<file path="src/rtl/ppu_settings.svh">
`ifndef PPU_SETTINGS_SVH
`define PPU_SETTINGS_SVH

// 640x480 raster counts
`define H_VISIBLE 640
`define H_TOTAL 800
`define H_SYNC_START 656
`define H_SYNC_END 752
`define V_VISIBLE 480
`define V_TOTAL 525
`define V_SYNC_START 490
`define V_SYNC_END 492

// doubled 256 pixel image width on screen
`define BG_WIDTH 512

// video address map
`define PATTERN_END 14'h1FFF
`define NAMETABLE_START 14'h2000
`define PALETTE_START 14'h3F00
`define ATTR_OFFSET 14'h03C0

// 8 KiB of pattern data plus two 1 KiB nametables
`define VMEM_WORDS 10240

`endif

</file>
<file path="src/rtl/ppu_pkg.sv">
`default_nettype none

package ppu_pkg;

	// register offsets inside the cpu window
	typedef enum logic [2:0] {
		CTRL = 3'd0,
		MASK = 3'd1,
		STATUS = 3'd2,
		OAM_ADDR = 3'd3,
		OAM_DATA = 3'd4,
		SCROLL = 3'd5,
		ADDR = 3'd6,
		DATA = 3'd7
	} reg_sel_e;

	typedef struct packed {
		logic valid;
		logic wren;
		reg_sel_e sel;
		logic [7:0] wdata;
	} cpu_bus_req_t;

	typedef struct packed {
		logic valid;
		logic wren;
		logic [13:0] addr;
		logic [7:0] wdata;
	} vmem_req_t;

	// one step per 4 columns of a tile
	typedef enum logic [1:0] {
		NT = 2'd0,
		AT = 2'd1,
		PAT_LO = 2'd2,
		PAT_HI = 2'd3
	} fetch_phase_e;

	// bit 7 down to bit 0
	typedef struct packed {
		logic nmi_enable;
		logic [1:0] unused_6_5;
		logic bg_pattern_sel;
		logic unused_3;
		logic inc32;
		logic [1:0] unused_1_0;
	} ppu_ctrl_t;

	typedef struct packed {
		logic [9:0] draw_x;
		logic [9:0] draw_y;
		logic hblank;
		logic vblank;
		logic in_vblank_frame;
	} raster_t;

	typedef struct packed {
		logic [3:0] r;
		logic [3:0] g;
		logic [3:0] b;
	} rgb_t;

endpackage

`default_nettype wire

</file>
<file path="src/rtl/vram_arbiter.sv">
`default_nettype none

module vram_arbiter (
	input logic reset,
	input logic vga_clk,
	input ppu_pkg::vmem_req_t fetch_mem_req,
	input ppu_pkg::vmem_req_t cpu_mem_req,
	output logic fetch_grant,
	output logic cpu_mem_grant,
	output ppu_pkg::vmem_req_t mem_req
);

	// cpu owner of the previous cycle
	logic cpu_granted_q;

	// fetcher has fixed priority
	assign fetch_grant = fetch_mem_req.valid;

	// at most one cpu grant per pair of cycles
	assign cpu_mem_grant = cpu_mem_req.valid && !fetch_mem_req.valid && !cpu_granted_q;

	always_comb begin
		if (fetch_grant) begin
			mem_req = fetch_mem_req;
		end else begin
			mem_req = cpu_mem_req;
			mem_req.valid = cpu_mem_grant;
		end
	end

	always_ff @(posedge vga_clk) begin
		if (reset) begin
			cpu_granted_q <= 1'b0;
		end else begin
			cpu_granted_q <= cpu_mem_grant;
		end
	end

endmodule

`default_nettype wire

</file>
<file path="config.mk">
export PLATFORM = sky130hd
export DESIGN_NAME = vram_arbiter
export DESIGN_NICKNAME = d
export VERILOG_FILES = /design/src/rtl/ppu_settings.svh /design/src/rtl/ppu_pkg.sv /design/src/rtl/vram_arbiter.sv
export SDC_FILE = /design/constraint.sdc
export NUM_CORES = 1
export LEC_CHECK = 0
export BUFFER_PORTS_ARGS = -buffer_cell sky130_fd_sc_hd__buf_2
export CAP_MARGIN = 20
export CORE_MARGIN = 2
export CORE_UTILIZATION = 28
export CTS_CLUSTER_SIZE = 20
export DETAILED_ROUTE_END_ITERATION = 12
export GPL_ROUTABILITY_DRIVEN = 0
export GPL_TIMING_DRIVEN = 0
export PLACE_DENSITY = 0.89
export SETUP_SLACK_MARGIN = 0.4
export SLEW_MARGIN = 15
export SYNTH_ARGS = -nofsm -noshare
export SYNTH_HDL_FRONTEND = slang
export SYNTH_SLANG_ARGS = --single-unit
</file>
<file path="constraint.sdc">
create_clock -name vga_clk -period 1.3 [get_ports vga_clk]
set_input_delay 0.13 -clock vga_clk [delete_from_list [all_inputs] [get_ports vga_clk]]
set_output_delay 0.13 -clock vga_clk [all_outputs]
set_load 0.005 [all_outputs]
</file>
==> qor.yml <==
rr_endpoint: "cpu_granted_q$_SDFF_PP0_"
dieHeight_um: 42.6
period_needed_ps: 931
critical-path-slowest-cell: "sky130_fd_sc_hd__mux2_4"
hold_path.class: "in -> reg"
antenna_found_initial: 0
worst-path-max-fanout: 5
worstHoldEndpoint: "cpu_granted_q$_SDFF_PP0_"
cp-startpoint: "fetch_mem_req[23]"
layout-area-overhead-vs-synth_pct: 153
switching_share_pct: 25.0
vias_in_the_first_global_route: 568
die_area_sq_mm: 0.00182
hpwlAfterDp_um: 1180
die_width_um: 42.6
ys_types: 10
synth-seq-cells: 1
globalRouteOverflowTotal: 0
max_flop_register: "cpu_granted_q"
end_kind: "output pin"
synthesis.instances: 32
detail_route.wl_per_cell_um: 11.9
worstReg2RegStart: "cpu_granted_q$_SDFF_PP0_"
cp_cell_sequence: "buf_12 -> buf_8 -> mux2_4 -> buf_6"
initial_drc_count: 1
synthesis.yosys.warnings: 0
start_kind: "input port"
drc: 0
global_route_wire_length_before_repair_um: 2280
finalSetupViolCount: 0
hold-path-cell-count: 2
p_comb_share_pct: 92.0
cts.reportedPaths.clkPinSlew_ps: 0
top_level_ports: 76
slew-limit-headroom_pct: 91.4
total_number_of_nets_in_the_final_design: 162
worstPathArrival_ps: 800
max-cap-violations: 0
synth.yosys.seq_area_share_pct: 4.79
post_synth_instance_area_sq_um: 418
cpPeakStageDelay_ps: 300
final_antenna_net_count: 0
synth_largest_type_area_fraction_pct: 61.1
unrepaired_setup_endpoints_after_global_routing: "true"
design.core.area_sq_mm: 0.00135
path_class: "in -> out"
p_clk_share_pct: 0
reg2reg_slack_ps: 660
port_buffers: 74
detail_route.first_pass.iterations: 3
timing_hold_violations_final: 0
holdBufCountCts: 0
mostFrequentLayoutCells: "sky130_fd_sc_hd__buf_2, sky130_fd_sc_hd__mux2_4, sky130_fd_sc_hd__buf_6"
global_route_usage_sum_pct: 15.1
num_rows: 13
num_antenna_cells: 0
synth.net_count: 82
post_synth_main_area_contributors: "sky130_fd_sc_hd__mux2_4, sky130_fd_sc_hd__mux2_2, sky130_fd_sc_hd__buf_12"
p_leak_nw: 0.617
worst_clock_skew_ps: 0
non_filler_cell_area_final_sq_mm: 0.00106
grt_max_degree: 6
vias_per_cell: 4.42
max_freq_mhz: 1070
hp-start: "reset"
number_of_flip_flops_under_the_largest_register_name: 1
power.density_cell_area_mw_per_mm2: 388
top_regs: "cpu_granted_q x1"
reg2reg_depth: 2
post-synth-top-area-cell: "sky130_fd_sc_hd__mux2_4"
start_util_pct: 31.0
wirelength_um: 1480
outcome: "completed"
post_synth.cell_area_avg_sq_um: 13.1
tns_ps: 0
required_ps: 1170
final_common_cell: "sky130_fd_sc_hd__buf_2"
pins_over_slew_limit: 0
post_route_cells_drive_above_1_share_pct: 95.5
clock_latency_ps: 0
min_period_over_period_pct: 71.6
peakVddDrop_mv: 0.240
switchingPower_uw: 103
placed_cell_area_sq_um: 807
worst_slew_pin_tran_ps: 128
seqPwrFrac_pct: 8.0
internal-power_uw: 308
route.vias.total: 553
[critical path, delay by kind of cell]
family                 cells  cell delay (ps)
buffers and inverters      3              370
multiplexers               1              300
[how the worst max path moves through the flow]
stage | endpoint | slack [ps] | cells past startpoint
after floorplan | mem_req[15] | 480 | 3
after global placement | mem_req[15] | 350 | 4
after detailed placement | mem_req[17] | 330 | 4
after CTS | mem_req[17] | 370 | 4
after global routing | mem_req[17] | 360 | 4
final | mem_req[17] | 370 | 4
[cell families after synthesis]
| group | after synthesis | synth area share [%] |
|---|---|---|
| mux | 23 | 77.2 |
| flops | 1 | 4.79 |
| buf+inv | 4 | 12.9 |
| simple gates | 4 | 5.09 |
[cells in the mapped netlist, drive strengths merged]
cell and count:
nand2b 2, nor3 1, mux2 23, buf 4
nor2 1, dfxtp 1
[power by group through the flow]
stage	Sequential (mW)	Combinational, mW	Clock (mW)
6_report	0.0328	0.378	0
5_1_grt	0.0328	0.402	0
4_1_cts	0.0328	0.350	0
3_5_place_dp	0.0328	0.265	0
3_3_place_gp	0.0327	0.257	0
2_1_floorplan	0.0327	0.135	0
[cell type report]
class / instances / area (sq um)
fillers: 90 / 292
well taps: 15 / 18.8
plain buffers: 4 / 62.6
multi-input cells: 27 / 363
repair buffers: 78 / 594
flip-flops and latches: 1 / 20.0
[stage by stage]
step	power, mW	hold slack, ps	util (%)	setup WS [ps]	std cells
after floorplan	0.167	207	-	482	32
after global placement	0.289	294	59.8	350	121
after detailed placement	0.298	293	59.8	331	121
after CTS	0.383	294	74.0	368	125
after global routing	0.435	309	78.4	357	125
final	0.410	294	78.4	369	125
[timing repair]
item,in CTS,in global routing
hold endpoints to repair,0,0
setup buffers,1,0
cloned,3,0
endpoints found under the setup margin,17,23
gates resized for setup,20,10
[metal layers]
layer | GRT usage (%) | share of wire, % | vias up
met5 | 0 | 0 | -
met4 | 0.625 | 0 | 0
met3 | 0.862 | 12 | 0
met2 | 34.8 | 59 | 43
met1 | 14.0 | 29 | 236
li1 | - | - | 274
No activity file was read; power rests on OpenSTA's default activity.
