[src/rtl/ppu_settings.svh]
`ifndef PPU_SETTINGS_SVH
`define PPU_SETTINGS_SVH

// 640x480 raster counts
`define H_VISIBLE 640
`define H_TOTAL 800
`define H_SYNC_START 656
`define H_SYNC_END 752
`define V_VISIBLE 480
`define V_TOTAL 525
`define V_SYNC_START 490
`define V_SYNC_END 492

// doubled 256 pixel image width on screen
`define BG_WIDTH 512

// video address map
`define PATTERN_END 14'h1FFF
`define NAMETABLE_START 14'h2000
`define PALETTE_START 14'h3F00
`define ATTR_OFFSET 14'h03C0

// 8 KiB of pattern data plus two 1 KiB nametables
`define VMEM_WORDS 10240

`endif

[src/rtl/ppu_pkg.sv]
`default_nettype none

package ppu_pkg;

	// register offsets inside the cpu window
	typedef enum logic [2:0] {
		CTRL = 3'd0,
		MASK = 3'd1,
		STATUS = 3'd2,
		OAM_ADDR = 3'd3,
		OAM_DATA = 3'd4,
		SCROLL = 3'd5,
		ADDR = 3'd6,
		DATA = 3'd7
	} reg_sel_e;

	typedef struct packed {
		logic valid;
		logic wren;
		reg_sel_e sel;
		logic [7:0] wdata;
	} cpu_bus_req_t;

	typedef struct packed {
		logic valid;
		logic wren;
		logic [13:0] addr;
		logic [7:0] wdata;
	} vmem_req_t;

	// one step per 4 columns of a tile
	typedef enum logic [1:0] {
		NT = 2'd0,
		AT = 2'd1,
		PAT_LO = 2'd2,
		PAT_HI = 2'd3
	} fetch_phase_e;

	// bit 7 down to bit 0
	typedef struct packed {
		logic nmi_enable;
		logic [1:0] unused_6_5;
		logic bg_pattern_sel;
		logic unused_3;
		logic inc32;
		logic [1:0] unused_1_0;
	} ppu_ctrl_t;

	typedef struct packed {
		logic [9:0] draw_x;
		logic [9:0] draw_y;
		logic hblank;
		logic vblank;
		logic in_vblank_frame;
	} raster_t;

	typedef struct packed {
		logic [3:0] r;
		logic [3:0] g;
		logic [3:0] b;
	} rgb_t;

endpackage

`default_nettype wire

[src/rtl/vga_timing.sv]
`default_nettype none

`include "ppu_settings.svh"

module vga_timing (
	input logic reset,
	input logic vga_clk,
	output ppu_pkg::raster_t raster,
	output logic hs,
	output logic vs
);

	logic [9:0] h_count;
	logic [9:0] v_count;
	logic in_vblank_frame_q;

	always_ff @(posedge vga_clk) begin
		if (reset) begin
			h_count <= 10'd0;
			v_count <= 10'd0;
			in_vblank_frame_q <= 1'b0;
		end else if (h_count == `H_TOTAL - 1) begin
			h_count <= 10'd0;
			if (v_count == `V_TOTAL - 1) begin
				v_count <= 10'd0;
				in_vblank_frame_q <= 1'b0;
			end else begin
				v_count <= v_count + 10'd1;
				// entering the first line below the picture
				if (v_count == `V_VISIBLE - 1) begin
					in_vblank_frame_q <= 1'b1;
				end
			end
		end else begin
			h_count <= h_count + 10'd1;
		end
	end

	// syncs are active low
	assign hs = !((h_count >= `H_SYNC_START) && (h_count < `H_SYNC_END));
	assign vs = !((v_count >= `V_SYNC_START) && (v_count < `V_SYNC_END));

	always_comb begin
		raster.draw_x = h_count;
		raster.draw_y = v_count;
		raster.hblank = (h_count >= `H_VISIBLE);
		raster.vblank = (v_count >= `V_VISIBLE);
		raster.in_vblank_frame = in_vblank_frame_q;
	end

endmodule

`default_nettype wire

[config.mk]
export PLATFORM = sky130hd
export DESIGN_NAME = vga_timing
export DESIGN_NICKNAME = d
export VERILOG_FILES = /design/src/rtl/ppu_pkg.sv /design/src/rtl/vga_timing.sv
export VERILOG_INCLUDE_DIRS = /design/src /design/src/rtl
export SDC_FILE = /design/constraint.sdc
export NUM_CORES = 1
export LEC_CHECK = 0
export BUFFER_PORTS_ARGS = -buffer_cell sky130_fd_sc_hd__buf_2
export CORE_MARGIN = 4
export CORE_UTILIZATION = 50
export CTS_BUF_LIST = sky130_fd_sc_hd__clkbuf_4
export CTS_CLUSTER_DIAMETER = 150
export DETAILED_ROUTE_END_ITERATION = 10
export PLACE_DENSITY = 0.76
export SYNTH_ARGS = -nofsm -noshare
export SYNTH_HDL_FRONTEND = slang
export SYNTH_SLANG_ARGS = --single-unit
[constraint.sdc]
create_clock -name vga_clk -period 2.2 [get_ports vga_clk]
set_input_delay 0 -clock vga_clk [delete_from_list [all_inputs] [get_ports vga_clk]]
set_output_delay 0 -clock vga_clk [all_outputs]
set_load 0.02 [all_outputs]
==> impl_metrics.ini <==
[die]
io_pins = 27
die_h_um = 54.88
rows = 16
core_um2 = 2022
start_util = 0.5433
die-area_um2 = 3011
die_x_um = 54.88

[placed_design]
gp_congestion = 0.7735
numPortBuffers = 26
hpwl_um = 1706

[setup_path]
rrSetupSlack_ns = 0.46
required_ns = 2.45
crit_slowest_cell = dfxtp_1
crit_end = v_count[8]$_SDFFE_PP0P_
crit_path_start_kind = flip-flop
cp-end-kind = flip-flop
cp.arrival_ns = 1.99
cp-startpoint = h_count[0]$_SDFF_PP0_
path_cells = ha_1, and3_1, nand4_4, or4_1, a21oi_1
crit_path_max_fanout = 7
path_class = flip-flop to flip-flop
r2r-start = h_count[0]$_SDFF_PP0_
reg2reg_to = v_count[8]$_SDFFE_PP0P_
slowest_delay_ns = 0.42
rr_worst_depth = 5

[clock_network]
cts.repair.resized = 0
cts-root-buf = clkbuf_4
post_cts_buffers = 0
htreeDepth = 1
cts_hold_buffers = 0
clockBufferDepth = 2
numCtsBuffers = 3
clk_pin_slew_worst_paths_ns = 0.12
clkSinkCount = 21
cts_tree = done
insertion_delay_ns = 0.31

[cells_and_area]
diodes = 0
drive_gt1_frac = 0.2267
fin_nets = 158
area_growth_pct = 14.92
fillers = 196

[synthesis]
syn_nets = 132
async_flop_share = 0
yosysUniqueCellTypes = 34
synthCells = 125
synth.top_cell.area_share = 0.3827
synth_seq_cells = 21
syn_avg_cell_area_um2 = 8.788
netlist_area_um2 = 1099
yosys.area.top_type = dfxtp_1
seq_area_frac_synth = 0.3827
ys.flop_type = dfxtp_1
synth.area.top_cells = dfxtp_1, ha_1, xor2_1, nand3_1, a21oi_1
yosysWarnings = 0
synth_edf_count = 0

[detailed_routing]
drtAntennaViolNets = 0
viasPerCell = 5.458
first_iter_violations = 24
wl_um = 2307
dr.pass1.iters = 6
wl_per_cell_um = 13.03
drc = 0
vias = 966

[grt]
grt_pass1_vias = 856
grt_use_met3 = 0.05450
use_met1 = 0.2389
met2_usage = 0.2638
track_usage = 0.1801
busiest_layer = met2
grt_pass1_wl_um = 3836
antenna_found_initial = 0
grt.overflow.total = 0
grt_max_degree = 14

[job]
cap_viol_max_count = 0

[timing]
fin_worst_skew_ns = 0.006212
timing.fmax_ghz = 0.5744
rsz0062_at_grt = false
worst_slew_pin_slew_ns = 0.4390
setup_violations = 0
maxSlewViolCount = 0
fin_crit_ns = 1.741
slew_headroom = 0.7064
hold_viol = 0
period_share = 0.7914
setup_tns_ns = 0

[power]
leakage_nw = 0.4908
power_density_nw_per_um2 = 480.7
power.total_w = 0.0006069
ir_drop_mv = 0.3923

[run_status]
outcome = finished clean

[hold_path]
hp-class = input port to flip-flop
## layout by cell type (no fill, tap or decap), types with 5 or more instances in the layout
cell type / netlist / layout
nand4_1: 5 / 5
nor3_1: 7 / 7
dfxtp_1: 21 / 21
ha_1: 5 / 5
xor2_1: 7 / 7
nand3_1: 10 / 10
nor2_1: 9 / 9
o21ai_0: 5 / 5
nand2_1: 7 / 7
buf_2: 1 / 26
inv_1: 5 / 5
a21oi_1: 7 / 7
## synth_stat cells, types with 2 or more instances
library cell and instances:
nor3_1 7, dfxtp_1 21, buf_4 2, clkbuf_1 2, or3_1 4, nand4_1 5, a21oi_1 7, o21ai_0 5
nor4_1 2, nor2_1 9, inv_1 5, nand2b_1 3, o21a_1 2, nor4bb_1 2, ha_1 5, xor2_1 7
nand2_1 7, xnor2_1 4, and3_1 2, nand3_1 10
## flip-flops by register name, summed over array words and instances, names as in the netlist
register,flops
h_count,10
v_count,10
in_vblank_frame_q,1
## layer usage
layer  wire [um]  vias to the layer above
met3         116                        5
li1            -                      503
met2        1018                       17
met4          36                        0
met1        1136                      441
met5           0                        -
## area by class of cell
class                           instances  area (um^2)  share of cell area
Inverter                                5        18.77             0.01487
Clock inverter                          1        5.005            0.003964
Tap cell                               27        33.78             0.02676
Timing Repair Buffer                   26        130.1              0.1031
Multi-Input combinational cell         94        631.9              0.5005
Clock buffer                            3        22.52             0.01784
Sequential cell                        21        420.4              0.3330
## worst min-delay path by stage
stage                     start               endpoint  cells after the start  slack (ns)
after floorplan           reset  h_count[1]$_SDFF_PP0_                      1        0.08
after global placement    reset  h_count[6]$_SDFF_PP0_                      2        0.34
after detailed placement  reset  h_count[6]$_SDFF_PP0_                      2        0.34
after CTS                 reset  h_count[6]$_SDFF_PP0_                      2     0.00002
after global routing      reset  h_count[2]$_SDFF_PP0_                      2       0.006
final                     reset  h_count[6]$_SDFF_PP0_                      2       0.002
## cell families after synthesis
| group | count (synthesis) | synth area share |
|---|---|---|
| AND/OR/NAND/NOR | 61 | 0.3371 |
| flip-flops | 21 | 0.3827 |
| AO/OA/AOI/OAI | 17 | 0.09339 |
| XOR/XNOR | 11 | 0.08770 |
| buffers and inverters | 10 | 0.04214 |
| adder cells (fa/ha/maj) | 5 | 0.05695 |
## critical path, delay by kind of cell (launching register included)
family          cells  cell delay (ns)
simple gates        3             0.90
fa+ha+maj           1             0.22
flops               1             0.42
compound gates      1             0.15
## report_power, final
group / total (W) / switching (W) / internal (W)
Sequential: 0.000391 / 0.00000578 / 0.000385
Clock: 0.000190 / 0.000122 / 0.0000680
Combinational: 0.0000264 / 0.0000167 / 0.00000966
## per-stage QoR
| step | utilization | std cells | worst slack [ns] | hold WS (ns) | cell area, um^2 |
|---|---|---|---|---|---|
| 3_5_place_dp | 0.6108 | 173 | 0.4949 | 0.3366 | 1235 |
| 2_1_floorplan | - | 125 | 0.4544 | 0.07615 | 1099 |
| 5_1_grt | 0.6244 | 177 | 0.2859 | 0.005643 | 1262 |
| 4_1_cts | 0.6244 | 177 | 0.4626 | 0.00002048 | 1262 |
| 6_report | 0.6244 | 177 | 0.4590 | 0.002471 | 1262 |
| 3_3_place_gp | 0.6108 | 173 | 0.5213 | 0.3397 | 1235 |
Note: power is estimated with default switching activity, not from simulation.
