===== config.mk =====
export PLATFORM = sky130hd
export DESIGN_NAME = pixel_palette
export DESIGN_NICKNAME = d
export VERILOG_FILES = /design/src/rtl/ppu_pkg.sv /design/src/rtl/pixel_palette.sv
export VERILOG_INCLUDE_DIRS = /design/src /design/src/rtl
export SDC_FILE = /design/constraint.sdc
export NUM_CORES = 1
export LEC_CHECK = 0
export BUFFER_PORTS_ARGS = -buffer_cell sky130_fd_sc_hd__clkbuf_2
export CORE_MARGIN = 4
export CORE_UTILIZATION = 63
export CTS_BUF_LIST = sky130_fd_sc_hd__clkbuf_4
export DETAILED_ROUTE_END_ITERATION = 10
export GPL_TIMING_DRIVEN = 0
export PLACE_DENSITY = 0.81
export REMOVE_ABC_BUFFERS = 1
export SETUP_SLACK_MARGIN = 0.3
export SYNTH_ARGS = -nofsm -noshare
export SYNTH_HDL_FRONTEND = slang
export SYNTH_SLANG_ARGS = --single-unit

===== constraint.sdc =====
create_clock -name vga_clk -period 2.7 [get_ports vga_clk]
set_input_delay 0.135 -clock vga_clk [delete_from_list [all_inputs] [get_ports vga_clk]]
set_output_delay 0.135 -clock vga_clk [all_outputs]
set_load 0.1 [all_outputs]

===== src/rtl/ppu_settings.svh =====
`ifndef PPU_SETTINGS_SVH
`define PPU_SETTINGS_SVH

// 640x480 raster counts
`define H_VISIBLE 640
`define H_TOTAL 800
`define H_SYNC_START 656
`define H_SYNC_END 752
`define V_VISIBLE 480
`define V_TOTAL 525
`define V_SYNC_START 490
`define V_SYNC_END 492

// doubled 256 pixel image width on screen
`define BG_WIDTH 512

// video address map
`define PATTERN_END 14'h1FFF
`define NAMETABLE_START 14'h2000
`define PALETTE_START 14'h3F00
`define ATTR_OFFSET 14'h03C0

// 8 KiB of pattern data plus two 1 KiB nametables
`define VMEM_WORDS 10240

`endif


===== src/rtl/ppu_pkg.sv =====
`default_nettype none

package ppu_pkg;

	// register offsets inside the cpu window
	typedef enum logic [2:0] {
		CTRL = 3'd0,
		MASK = 3'd1,
		STATUS = 3'd2,
		OAM_ADDR = 3'd3,
		OAM_DATA = 3'd4,
		SCROLL = 3'd5,
		ADDR = 3'd6,
		DATA = 3'd7
	} reg_sel_e;

	typedef struct packed {
		logic valid;
		logic wren;
		reg_sel_e sel;
		logic [7:0] wdata;
	} cpu_bus_req_t;

	typedef struct packed {
		logic valid;
		logic wren;
		logic [13:0] addr;
		logic [7:0] wdata;
	} vmem_req_t;

	// one step per 4 columns of a tile
	typedef enum logic [1:0] {
		NT = 2'd0,
		AT = 2'd1,
		PAT_LO = 2'd2,
		PAT_HI = 2'd3
	} fetch_phase_e;

	// bit 7 down to bit 0
	typedef struct packed {
		logic nmi_enable;
		logic [1:0] unused_6_5;
		logic bg_pattern_sel;
		logic unused_3;
		logic inc32;
		logic [1:0] unused_1_0;
	} ppu_ctrl_t;

	typedef struct packed {
		logic [9:0] draw_x;
		logic [9:0] draw_y;
		logic hblank;
		logic vblank;
		logic in_vblank_frame;
	} raster_t;

	typedef struct packed {
		logic [3:0] r;
		logic [3:0] g;
		logic [3:0] b;
	} rgb_t;

endpackage

`default_nettype wire


===== src/rtl/pixel_palette.sv =====
`default_nettype none

`include "ppu_settings.svh"

module pixel_palette (
	input logic reset,
	input logic vga_clk,
	input ppu_pkg::raster_t raster,
	input logic show_bg,
	input logic [3:0] pixel_index,
	input logic pal_wren,
	input logic [4:0] pal_index,
	input logic [7:0] pal_wdata,
	output logic [7:0] pal_rdata,
	output ppu_pkg::rgb_t rgb
);

	// upper nibble of each channel of the 64 system colours
	localparam ppu_pkg::rgb_t SYS_COLOURS [64] = '{
		12'h555, 12'h017, 12'h019, 12'h308, 12'h406, 12'h503, 12'h500, 12'h310,
		12'h220, 12'h030, 12'h040, 12'h030, 12'h033, 12'h000, 12'h000, 12'h000,
		12'h999, 12'h04C, 12'h33E, 12'h51E, 12'h81B, 12'hA16, 12'h922, 12'h730,
		12'h550, 12'h270, 12'h070, 12'h072, 12'h067, 12'h000, 12'h000, 12'h000,
		12'hEEE, 12'h49E, 12'h77E, 12'hB6E, 12'hE5E, 12'hE5B, 12'hE66, 12'hD82,
		12'hAA0, 12'h7C0, 12'h4D2, 12'h3C6, 12'h3BC, 12'h333, 12'h000, 12'h000,
		12'hEEE, 12'hACE, 12'hBBE, 12'hDBE, 12'hEAE, 12'hEAD, 12'hEBB, 12'hEC9,
		12'hCD7, 12'hBD7, 12'hAE9, 12'h9EB, 12'hADE, 12'hAAA, 12'h000, 12'h000
	};

	logic [7:0] pal_mem [32];
	logic [4:0] cpu_slot;
	logic [4:0] pix_slot;
	logic [5:0] colour_q;
	logic blank_q;

	// entry 0x10 shares storage with the backdrop entry
	function automatic logic [4:0] fold(input logic [4:0] index);
		return (index == 5'h10) ? 5'h00 : index;
	endfunction

	assign cpu_slot = fold(pal_index);
	assign pal_rdata = pal_mem[cpu_slot];

	always_ff @(posedge vga_clk) begin
		if (pal_wren) begin
			pal_mem[cpu_slot] <= pal_wdata;
		end
	end

	// transparent, hidden or right border pixels show the backdrop
	always_comb begin
		if (pixel_index[1:0] == 2'b00 || !show_bg || raster.draw_x >= `BG_WIDTH) begin
			pix_slot = 5'h00;
		end else begin
			pix_slot = {1'b0, pixel_index};
		end
	end

	// two stage pipeline so rgb trails draw_x by 2
	always_ff @(posedge vga_clk) begin
		if (reset) begin
			blank_q <= 1'b1;
			rgb <= '0;
		end else begin
			blank_q <= raster.hblank || raster.vblank;
			rgb <= blank_q ? '0 : SYS_COLOURS[colour_q];
		end
	end

	always_ff @(posedge vga_clk) begin
		colour_q <= pal_mem[pix_slot][5:0];
	end

endmodule

`default_nettype wire


==> results of run 1 <==
registers in the layout (all words and copies together) (netlist names):
| name | flops |
|---|---|
| rgb | 12 |
| pal_mem | 248 |
| colour_q | 6 |
| blank_q | 1 |
cells by family after synthesis:
kind of cell / count (synthesis) / synth area share (%)
compound gates: 138 / 8.378
flops: 267 / 65.19
buf+inv: 66 / 2.709
fa+ha+maj: 13 / 1.355
simple gates: 182 / 8.232
xor+xnor: 1 / 0.07295
mux: 106 / 14.07
report_power, final:
| group | switching (mW) | internal (mW) |
|---|---|---|
| registers | 0.0614 | 4.58 |
| clock network | 1.61 | 1.95 |
| logic | 0.562 | 0.303 |
| total | 2.23 | 6.83 |
metrics by stage:
step | hold WS (ps) | instance area [um2] | utilization [%] | instances | worst slack, ps
finish | 60.53 | 13390 | 71.59 | 1119 | 38.46
global route | 69.13 | 13390 | 71.59 | 1119 | -27.51
CTS | 19.67 | 13340 | 71.34 | 1117 | 52.17
detailed placement | 359.6 | 12300 | 65.76 | 999 | -803.1
global placement | 329.9 | 12240 | 65.41 | 996 | -2093
floorplan | 230.8 | 11730 | - | 719 | 149.2
metal layers:
layer / global-route usage [%] / routed length [um] / vias to the layer above
li1: - / - / 3316
met1: 35.34 / 10410 / 3714
met2: 45.20 / 14500 / 516
met3: 6.052 / 2610 / 96
met4: 11.19 / 1091 / 0
met5: 0 / 0 / -
layout by cell type (no fill, tap or decap), types with 5 or more instances in the layout:
cell / n
nor4bb_1: 6
a211oi_1: 26
clkinv_1: 17
nor3b_1: 11
nand3_1: 14
nand4b_1: 7
o211ai_1: 9
ha_1: 12
nor2_1: 49
inv_1: 9
or3_1: 11
a22o_1: 6
nor3_1: 8
clkbuf_2: 33
nor2b_1: 15
mux2_2: 22
nand2b_1: 9
a22oi_1: 7
a21oi_1: 18
o221ai_1: 8
o22ai_1: 14
dfxtp_1: 15
nand2_1: 29
a22oi_2: 5
edfxtp_1: 248
o21ai_0: 7
buf_8: 5
mux2i_1: 36
clkbuf_4: 93
mux4_2: 48
worst max-delay path by stage:
stage	start	endpoint	depth (start not counted)
detailed placement	pal_index[1]	pal_mem[18][1]$_DFFE_PP_	5
floorplan	colour_q[3]$_DFF_P_	rgb[1]$_SDFF_PP0_	4
finish	pal_mem[7][4]$_DFFE_PP_	pal_rdata[4]	5
CTS	pal_mem[21][0]$_DFFE_PP_	pal_rdata[0]	5
global route	pal_mem[7][4]$_DFFE_PP_	pal_rdata[4]	5
global placement	pal_index[1]	pal_mem[10][2]$_DFFE_PP_	4
critical path, cell delays in order, from the launching register on:
cell,delay (ps)
edfxtp_1,410
mux4_2,520
a22oi_2,210
o211ai_1,140
nand4b_1,320
buf_8,260
layout make-up:
cell class | count | share of cell area [%]
Clock buffer | 92 | 5.157
Antenna cell | 1 | 0.01869
Multi-Input combinational cell | 440 | 29.22
Sequential cell | 267 | 58.53
Inverter | 12 | 0.3364
Timing Repair Buffer | 53 | 3.186
Tap cell | 234 | 2.186
Clock inverter | 20 | 1.373
timing repair:
item | CTS | global route
gates resized for setup | 27 | 12
endpoints found under the setup margin | 91 | 23
hold buffers | 4 | 0
endpoints found under the hold margin | 19 | 0
pin swaps | 8 | 2
setup buffers | 2 | 1
==> results.cfg, run 1 <==
[status]
status = finished, final reports clean

[yosys]
synth_top_area_share_pct = 62.02
synth_edf_count = 248
synthTopCellsByArea = edfxtp_1, mux4_2, dfxtp_1, mux2i_1, mux2_2
synth.most_common_cell = edfxtp_1
async_reset_ff_share_pct = 0
synth_ff_type = edfxtp_1
synth_commonest_cells = edfxtp_1, nor2_1, mux4_2, mux2i_1, nand2_1
avgSynthCellArea_um2 = 15.53
synth_area_um2 = 12010
yosys_register_bits = 267
synthCells = 773
yosysUniqueCellTypes = 66
yosysSeqAreaShare_pct = 65.19
yosys_warnings = 0
yosysTopAreaCell = edfxtp_1

[pwr]
vdd_drop_max_mv = 0.5691
total_power_mw = 9.063
power.density_nw_per_um2 = 676.7
p_leak_nw = 4.508

[worst_setup_path]
regToRegStartpoint = colour_q[5]$_DFF_P_
reg2reg_depth = 4
cp_max_fo = 2
cp_data_required_time_ps = 2570
r2r_slack_ps = 480
crit_type = register to output port
endpoint_kind = output port
cp_data_arrival_time_ps = 2530
critPathLaunchType = register
r2r-end = rgb[1]$_SDFF_PP0_

[floorplanning]
start_util_pct = 64.19
rows = 50
die_y_um = 146.1
num_io_pins = 64
die_area_um2 = 21330
die_width_um = 146.1
core_area_um2 = 18710

[sta]
finalClockSkew_ps = 50.91
slew_headroom_pct = 15.48
setup_violations = 0
rsz0062_at_grt = yes
period_needed_ps = 2662
tns_ps = 0
worstMarginPinSlew_ps = 1258
final_hold_viol_count = 0
finalCritPeriodShare_pct = 98.58
max_freq_ghz = 0.3757
final-max-slew-violation-count = 0

[clock_network]
cts_tree = done
clk_pin_slew_ps = 70
clock-sinks = 267
cts_max_path_buffers = 3
cts-htree-levels = 3
cts_buffers = 68
cts-root-buf = clkbuf_4
clkLatencyLatePin_ps = 680

[final_layout]
final.fill_count = 1117
drive_above_1_share_pct = 26.92
seqCellArea_um2 = 7838
area_growth_pct = 11.52
final_nets = 899
multiInputGateArea_um2 = 3913

[hold_path]
holdPathEnd = colour_q[3]$_DFF_P_
hold_path_class = input port to register
whs_path_depth = 5
hold_path.startpoint = pixel_index[1]

[global_route]
grt_max_degree = 61
track_usage_pct = 27.23
grt_pass1_vias = 7812
antenna_found_initial = 1
grt.overflow.total = 0
grt_pass1_wl_um = 44630

[placed_design]
numPortBuffers = 43
dp_hpwl_um = 17850
routabilityCongestion = 0.9016

[flow_run]
drv_cap = 0

[drt]
drc_errors = 0
first_pass_iters = 8
vias_per_cell = 6.829
antenna_left = 0
routed_wl_um = 28610
vias = 7642
drt_iter0_drc = 833
routedWlPerCell_um = 25.56
No activity file was read; power rests on OpenSTA's default activity.
==> run 2: changes to the inputs <==
- CTS_CLUSTER_DIAMETER: not set -> 40
- PLACE_DENSITY: 0.81 -> 0.82
==> run 2 against run 1 <==
The run now ends with negative setup slack left. Routed wire length down 1.1%. Sequential cell count unchanged. Non-clock buffer count down 4. Largest cell class unchanged. Utilization down 0.35 points. Design area down 0.50%. Count of clock-buffer cells in the layout down 1. Combinational power up 1%. Hold slack worse by 6.7 ps. Critical path depth unchanged. Sequential share of layout area up 0.29 points. Worst setup slack worse by 43 ps. Clock power down 8.1%.
==> results.cfg, run 2 (synthesis gave the netlist of run 1 again) <==
[clock_network]
cts_setup_buffers = 0
clkLatencyLatePin_ps = 690
clk_pin_slew_ps = 60
cts_max_path_buffers = 3
cts_tree = done
cts-htree-levels = 3
cts-root-buf = clkbuf_4
cts_buffers = 68
clock-sinks = 267

[worst_setup_path]
cpMaxStageDelayCell = mux4_2
r2r-end = rgb[1]$_SDFF_PP0_
path_depth = 5
cp_max_fo = 1
critPathLaunchType = register
setup.worst_path.end = pal_rdata[2]
max_stage_delay_ps = 530
path_delay_family = multiplexers
r2r_slack_ps = 450
crit_type = register to output port
cp_data_arrival_time_ps = 2570
cp_data_required_time_ps = 2570
crit_start = pal_mem[30][2]$_DFFE_PP_
regToRegStartpoint = colour_q[5]$_DFF_P_
reg2reg_depth = 4
crit_buf_inv = 1
worstPathCellList = mux4_2 -> a22oi_2 -> o211ai_1 -> nand4b_1 -> buf_8
endpoint_kind = output port

[floorplanning]
die_width_um = 146.1
start_util_pct = 64.19
rows = 50
die_y_um = 146.1
core_area_um2 = 18710
die_area_um2 = 21330
num_io_pins = 64

[drt]
antenna_left = 0
drt_iter0_drc = 1100
first_pass_iters = 6
drc_errors = 0
routed_wl_um = 28300
vias_per_cell = 6.851
routedWlPerCell_um = 25.43
vias = 7625

[global_route]
grt.overflow.total = 0
grt_max_degree = 63
grt_pass1_vias = 7724
track_usage_pct = 26.88
grt_pass1_wl_um = 44190
antenna_found_initial = 2

[placed_design]
routabilityCongestion = 0.9304
dp.cells = 998
place_area_um2 = 12290
pre_cts_slack_ps = -1102
numPortBuffers = 43
dp_hpwl_um = 17500

[sta]
worstMarginPinSlew_ps = 1163
slew_headroom_pct = 21.86
final-max-slew-violation-count = 0
tns_ps = -4.090
setup_violations = 1
final_hold_viol_count = 0
max_freq_ghz = 0.3698
period_needed_ps = 2704
finalCritPeriodShare_pct = 100.2
rsz0062_at_grt = yes
layout_setup_ws_ps = -4.090
hold_slack_ps = 53.81
finalClockSkew_ps = 39.76

[final_layout]
mostFrequentLayoutCell = edfxtp_1
fin_area_um2 = 13330
reg_top3 = pal_mem x248, rgb x12, colour_q x6
final_util_pct = 71.24
final_cell_mix = edfxtp_1, clkbuf_4, nor2_1, mux4_2, mux2i_1
regMostFlops = pal_mem
drive_above_1_share_pct = 27.37
final_nets = 895
largest_reg_flops = 248
final.fill_count = 1169
fin_cells = 1113
area_growth_pct = 10.97

[flow_run]
drv_cap = 0

[status]
violations = negative setup slack
status = finished, violations left

[pwr]
p_leak_nw = 4.462
switching_share_pct = 25.35
p_int_mw = 6.558
power.density_nw_per_um2 = 659.2
combinationalPowerShare_pct = 10.0
vdd_drop_max_mv = 0.5596
power_frac_seq_pct = 52.8
pwr-share-clk_pct = 37.3
total_power_mw = 8.785
switchingPower_mw = 2.227

[hold_path]
hold_path_class = input port to register
## run 2: final cells by class
| cell class | count | area (um2) | area share (%) |
|---|---|---|---|
| Sequential cell | 267 | 7838 | 58.82 |
| Clock inverter | 18 | 125.1 | 0.9390 |
| Inverter | 12 | 45.04 | 0.3380 |
| Clock buffer | 91 | 683.2 | 5.127 |
| Multi-Input combinational cell | 440 | 3929 | 29.48 |
| Antenna cell | 2 | 5.005 | 0.03756 |
| Timing Repair Buffer | 49 | 407.9 | 3.061 |
| Tap cell | 234 | 292.8 | 2.197 |
## run 2: timing repair
item | CTS | global route
resized for setup | 30 | 16
endpoints found under the setup margin | 99 | 21
pin swaps | 4 | 7
hold buffers | 4 | 0
hold endpoints to repair | 19 | 0
## run 2: power groups by stage
stage / clock network [mW] / registers [mW] / logic [mW]
floorplan: 0 / 4.73 / 0.478
global placement: 0 / 4.72 / 0.781
detailed placement: 0 / 4.72 / 0.798
CTS: 3.33 / 4.63 / 0.842
global route: 3.58 / 4.64 / 0.919
finish: 3.27 / 4.64 / 0.874
## run 2: worst min-delay path by stage
stage,from,endpoint,cells after the start
6_report,pixel_index[1],colour_q[2]$_DFF_P_,5
5_1_grt,pixel_index[1],colour_q[0]$_DFF_P_,5
4_1_cts,pixel_index[1],colour_q[0]$_DFF_P_,5
3_5_place_dp,raster[2],blank_q$_SDFF_PP1_,2
3_3_place_gp,raster[2],blank_q$_SDFF_PP1_,2
2_1_floorplan,pixel_index[3],colour_q[0]$_DFF_P_,1
## run 2: worst reg2reg max path, stage by stage, from the launching register on
cell     delay, ps
dfxtp_1        830
and2b_1        270
mux4_2         430
or4_1          540
o41ai_1         80
## run 2: per-layer routing
layer | routed length [um] | track usage [%] | vias up | share of wire (%)
li1 | - | - | 3291 | -
met4 | 824 | 10.96 | 0 | 2.9
met1 | 10400 | 34.89 | 3740 | 37
met5 | 0 | 0 | - | 0
met3 | 2613 | 6.921 | 76 | 9.2
met2 | 14460 | 43.96 | 518 | 51
==> run 3: changes to the inputs <==
- CORE_ASPECT_RATIO: not set -> 1.4
- SKIP_LAST_GASP: not set -> 1
==> run 3 against run 2 <==
The run still ends with negative setup slack left. Global-route usage up 0.10 points. Sequential share of layout area increased by 0.16 points. Worst setup slack worse by 86 ps. Clock power shrank 6.4%. Combinational power barely moved. Power fell by 2.4%. Routed wire length grew 1.6%. First-iteration DRC count decreased by 13%. Utilization fell by 0.078 points. Die area up 0.15%. Critical path depth stayed put. Sequential power about the same.
==> results.cfg, run 3 (synthesis gave the netlist of run 1 again) <==
[sta]
slew_headroom_pct = 11.86
final_hold_viol_count = 0
final-max-slew-violation-count = 0
worstMarginPinSlew_ps = 1312
hold_slack_ps = 84.81
finalClockSkew_ps = 48.63
rsz0062_at_grt = yes
layout_setup_ws_ps = -89.77
max_freq_ghz = 0.3585
period_needed_ps = 2790
tns_ps = -89.77
setup_violations = 1
finalCritPeriodShare_pct = 103.3

[placed_design]
routabilityCongestion = 0.9256
dp_hpwl_um = 18130
numPortBuffers = 43

[final_layout]
largest_reg_flops = 248
regMostFlops = pal_mem
final_nets = 888
reg_top3 = pal_mem x248, rgb x12, colour_q x6
drive_above_1_share_pct = 26.31
area_growth_pct = 10.68
mostFrequentLayoutCell = edfxtp_1
final_cell_mix = edfxtp_1, clkbuf_4, mux4_2, nor2_1, mux2i_1

[worst_setup_path]
endpoint_kind = output port
critPathLaunchType = register
cp_data_required_time_ps = 2570
cp_max_fo = 1
crit_type = register to output port
cp_data_arrival_time_ps = 2650

[clock_network]
cts_tree = done
cts-htree-levels = 2
clk_pin_slew_ps = 70
clkLatencyLatePin_ps = 680
cts_max_path_buffers = 3
clock-sinks = 267
cts_buffers = 59
cts-root-buf = clkbuf_4

[pwr]
vdd_drop_max_mv = 0.5425
total_power_mw = 8.572
p_leak_nw = 4.441
power.density_nw_per_um2 = 645.0

[floorplanning]
rows = 59
die_area_um2 = 21360
die_width_um = 124.7
die_y_um = 171.4
start_util_pct = 64.29
core_area_um2 = 18680
num_io_pins = 64

[global_route]
grt.overflow.total = 0
track_usage_pct = 26.98
busiest_layer = met2
grt_max_degree = 70
grtUsageMet2_pct = 48.14
use_met3_pct = 4.225
antenna_found_initial = 1
grt_pass1_wl_um = 43990
grt_use_met1_pct = 32.41
grt_pass1_vias = 7712

[hold_path]
hold_path_class = input port to register

[status]
status = finished, violations left
violations = negative setup slack

[drt]
routedWlPerCell_um = 25.61
routed_wl_um = 28760
vias_per_cell = 6.866
first_pass_iters = 8
vias = 7711
antenna_left = 0
drc_errors = 0
drt_iter0_drc = 955

[flow_run]
drv_cap = 0
==> run 3: layout make-up <==
cell class	instances	area (um2)
Antenna cell	1	2.502
Clock buffer	84	630.6
Clock inverter	24	128.9
Fill cell	1177	5386
Inverter	12	45.04
Multi-Input combinational cell	440	3934
Sequential cell	267	7838
Tap cell	244	305.3
Timing Repair Buffer	51	406.6
==> run 3: through the flow <==
stage / util (%) / std cells / setup WS, ps / instance area (um2)
2_1_floorplan: - / 719 / 149.2 / 11730
3_3_place_gp: 65.58 / 1006 / -2057 / 12250
3_5_place_dp: 65.98 / 1009 / -821.2 / 12320
4_1_cts: 70.94 / 1121 / -35.52 / 13250
5_1_grt: 71.16 / 1123 / -185.5 / 13290
6_report: 71.16 / 1123 / -89.77 / 13290
==> run 3: path summary, 6_finish.rpt <==
kind	slack, ps	start	end	cells past startpoint
worst max-delay path	-90	pal_mem[2][7]$_DFFE_PP_	pal_rdata[7]	5
worst min-delay path	80	pixel_index[1]	colour_q[0]$_DFF_P_	5
worst max register to register	440	colour_q[1]$_DFF_P_	rgb[1]$_SDFF_PP0_	6
worst min register to register	600	blank_q$_SDFF_PP1_	rgb[6]$_SDFF_PP0_	3
==> run 3: critical path: stages (launching register included) <==
cell	delay, ps
edfxtp_1	400
mux4_2	500
a32o_2	310
a221oi_4	310
o211ai_1	190
clkbuf_8	260
==> run 3: routing by layer <==
metal,routed length [um],vias to the layer above
li1,-,3289
met1,9609,3768
met2,15200,546
met3,2696,108
met4,1259,0
met5,0,-
==> run 3: repair_timing <==
item,4_1_cts,5_1_grt
setup endpoints to repair,92,71
setup buffers,0,1
pin swaps,7,0
endpoints found under the hold margin,19,0
hold buffers,4,0
gates resized for setup,31,11
==> run 3: power breakdown <==
part	internal, mW	switching (mW)	leakage, nW	total [mW]
Clock	1.54	1.53	0.445	3.06
Sequential	4.57	0.0620	2.39	4.64
Combinational	0.303	0.569	1.61	0.872
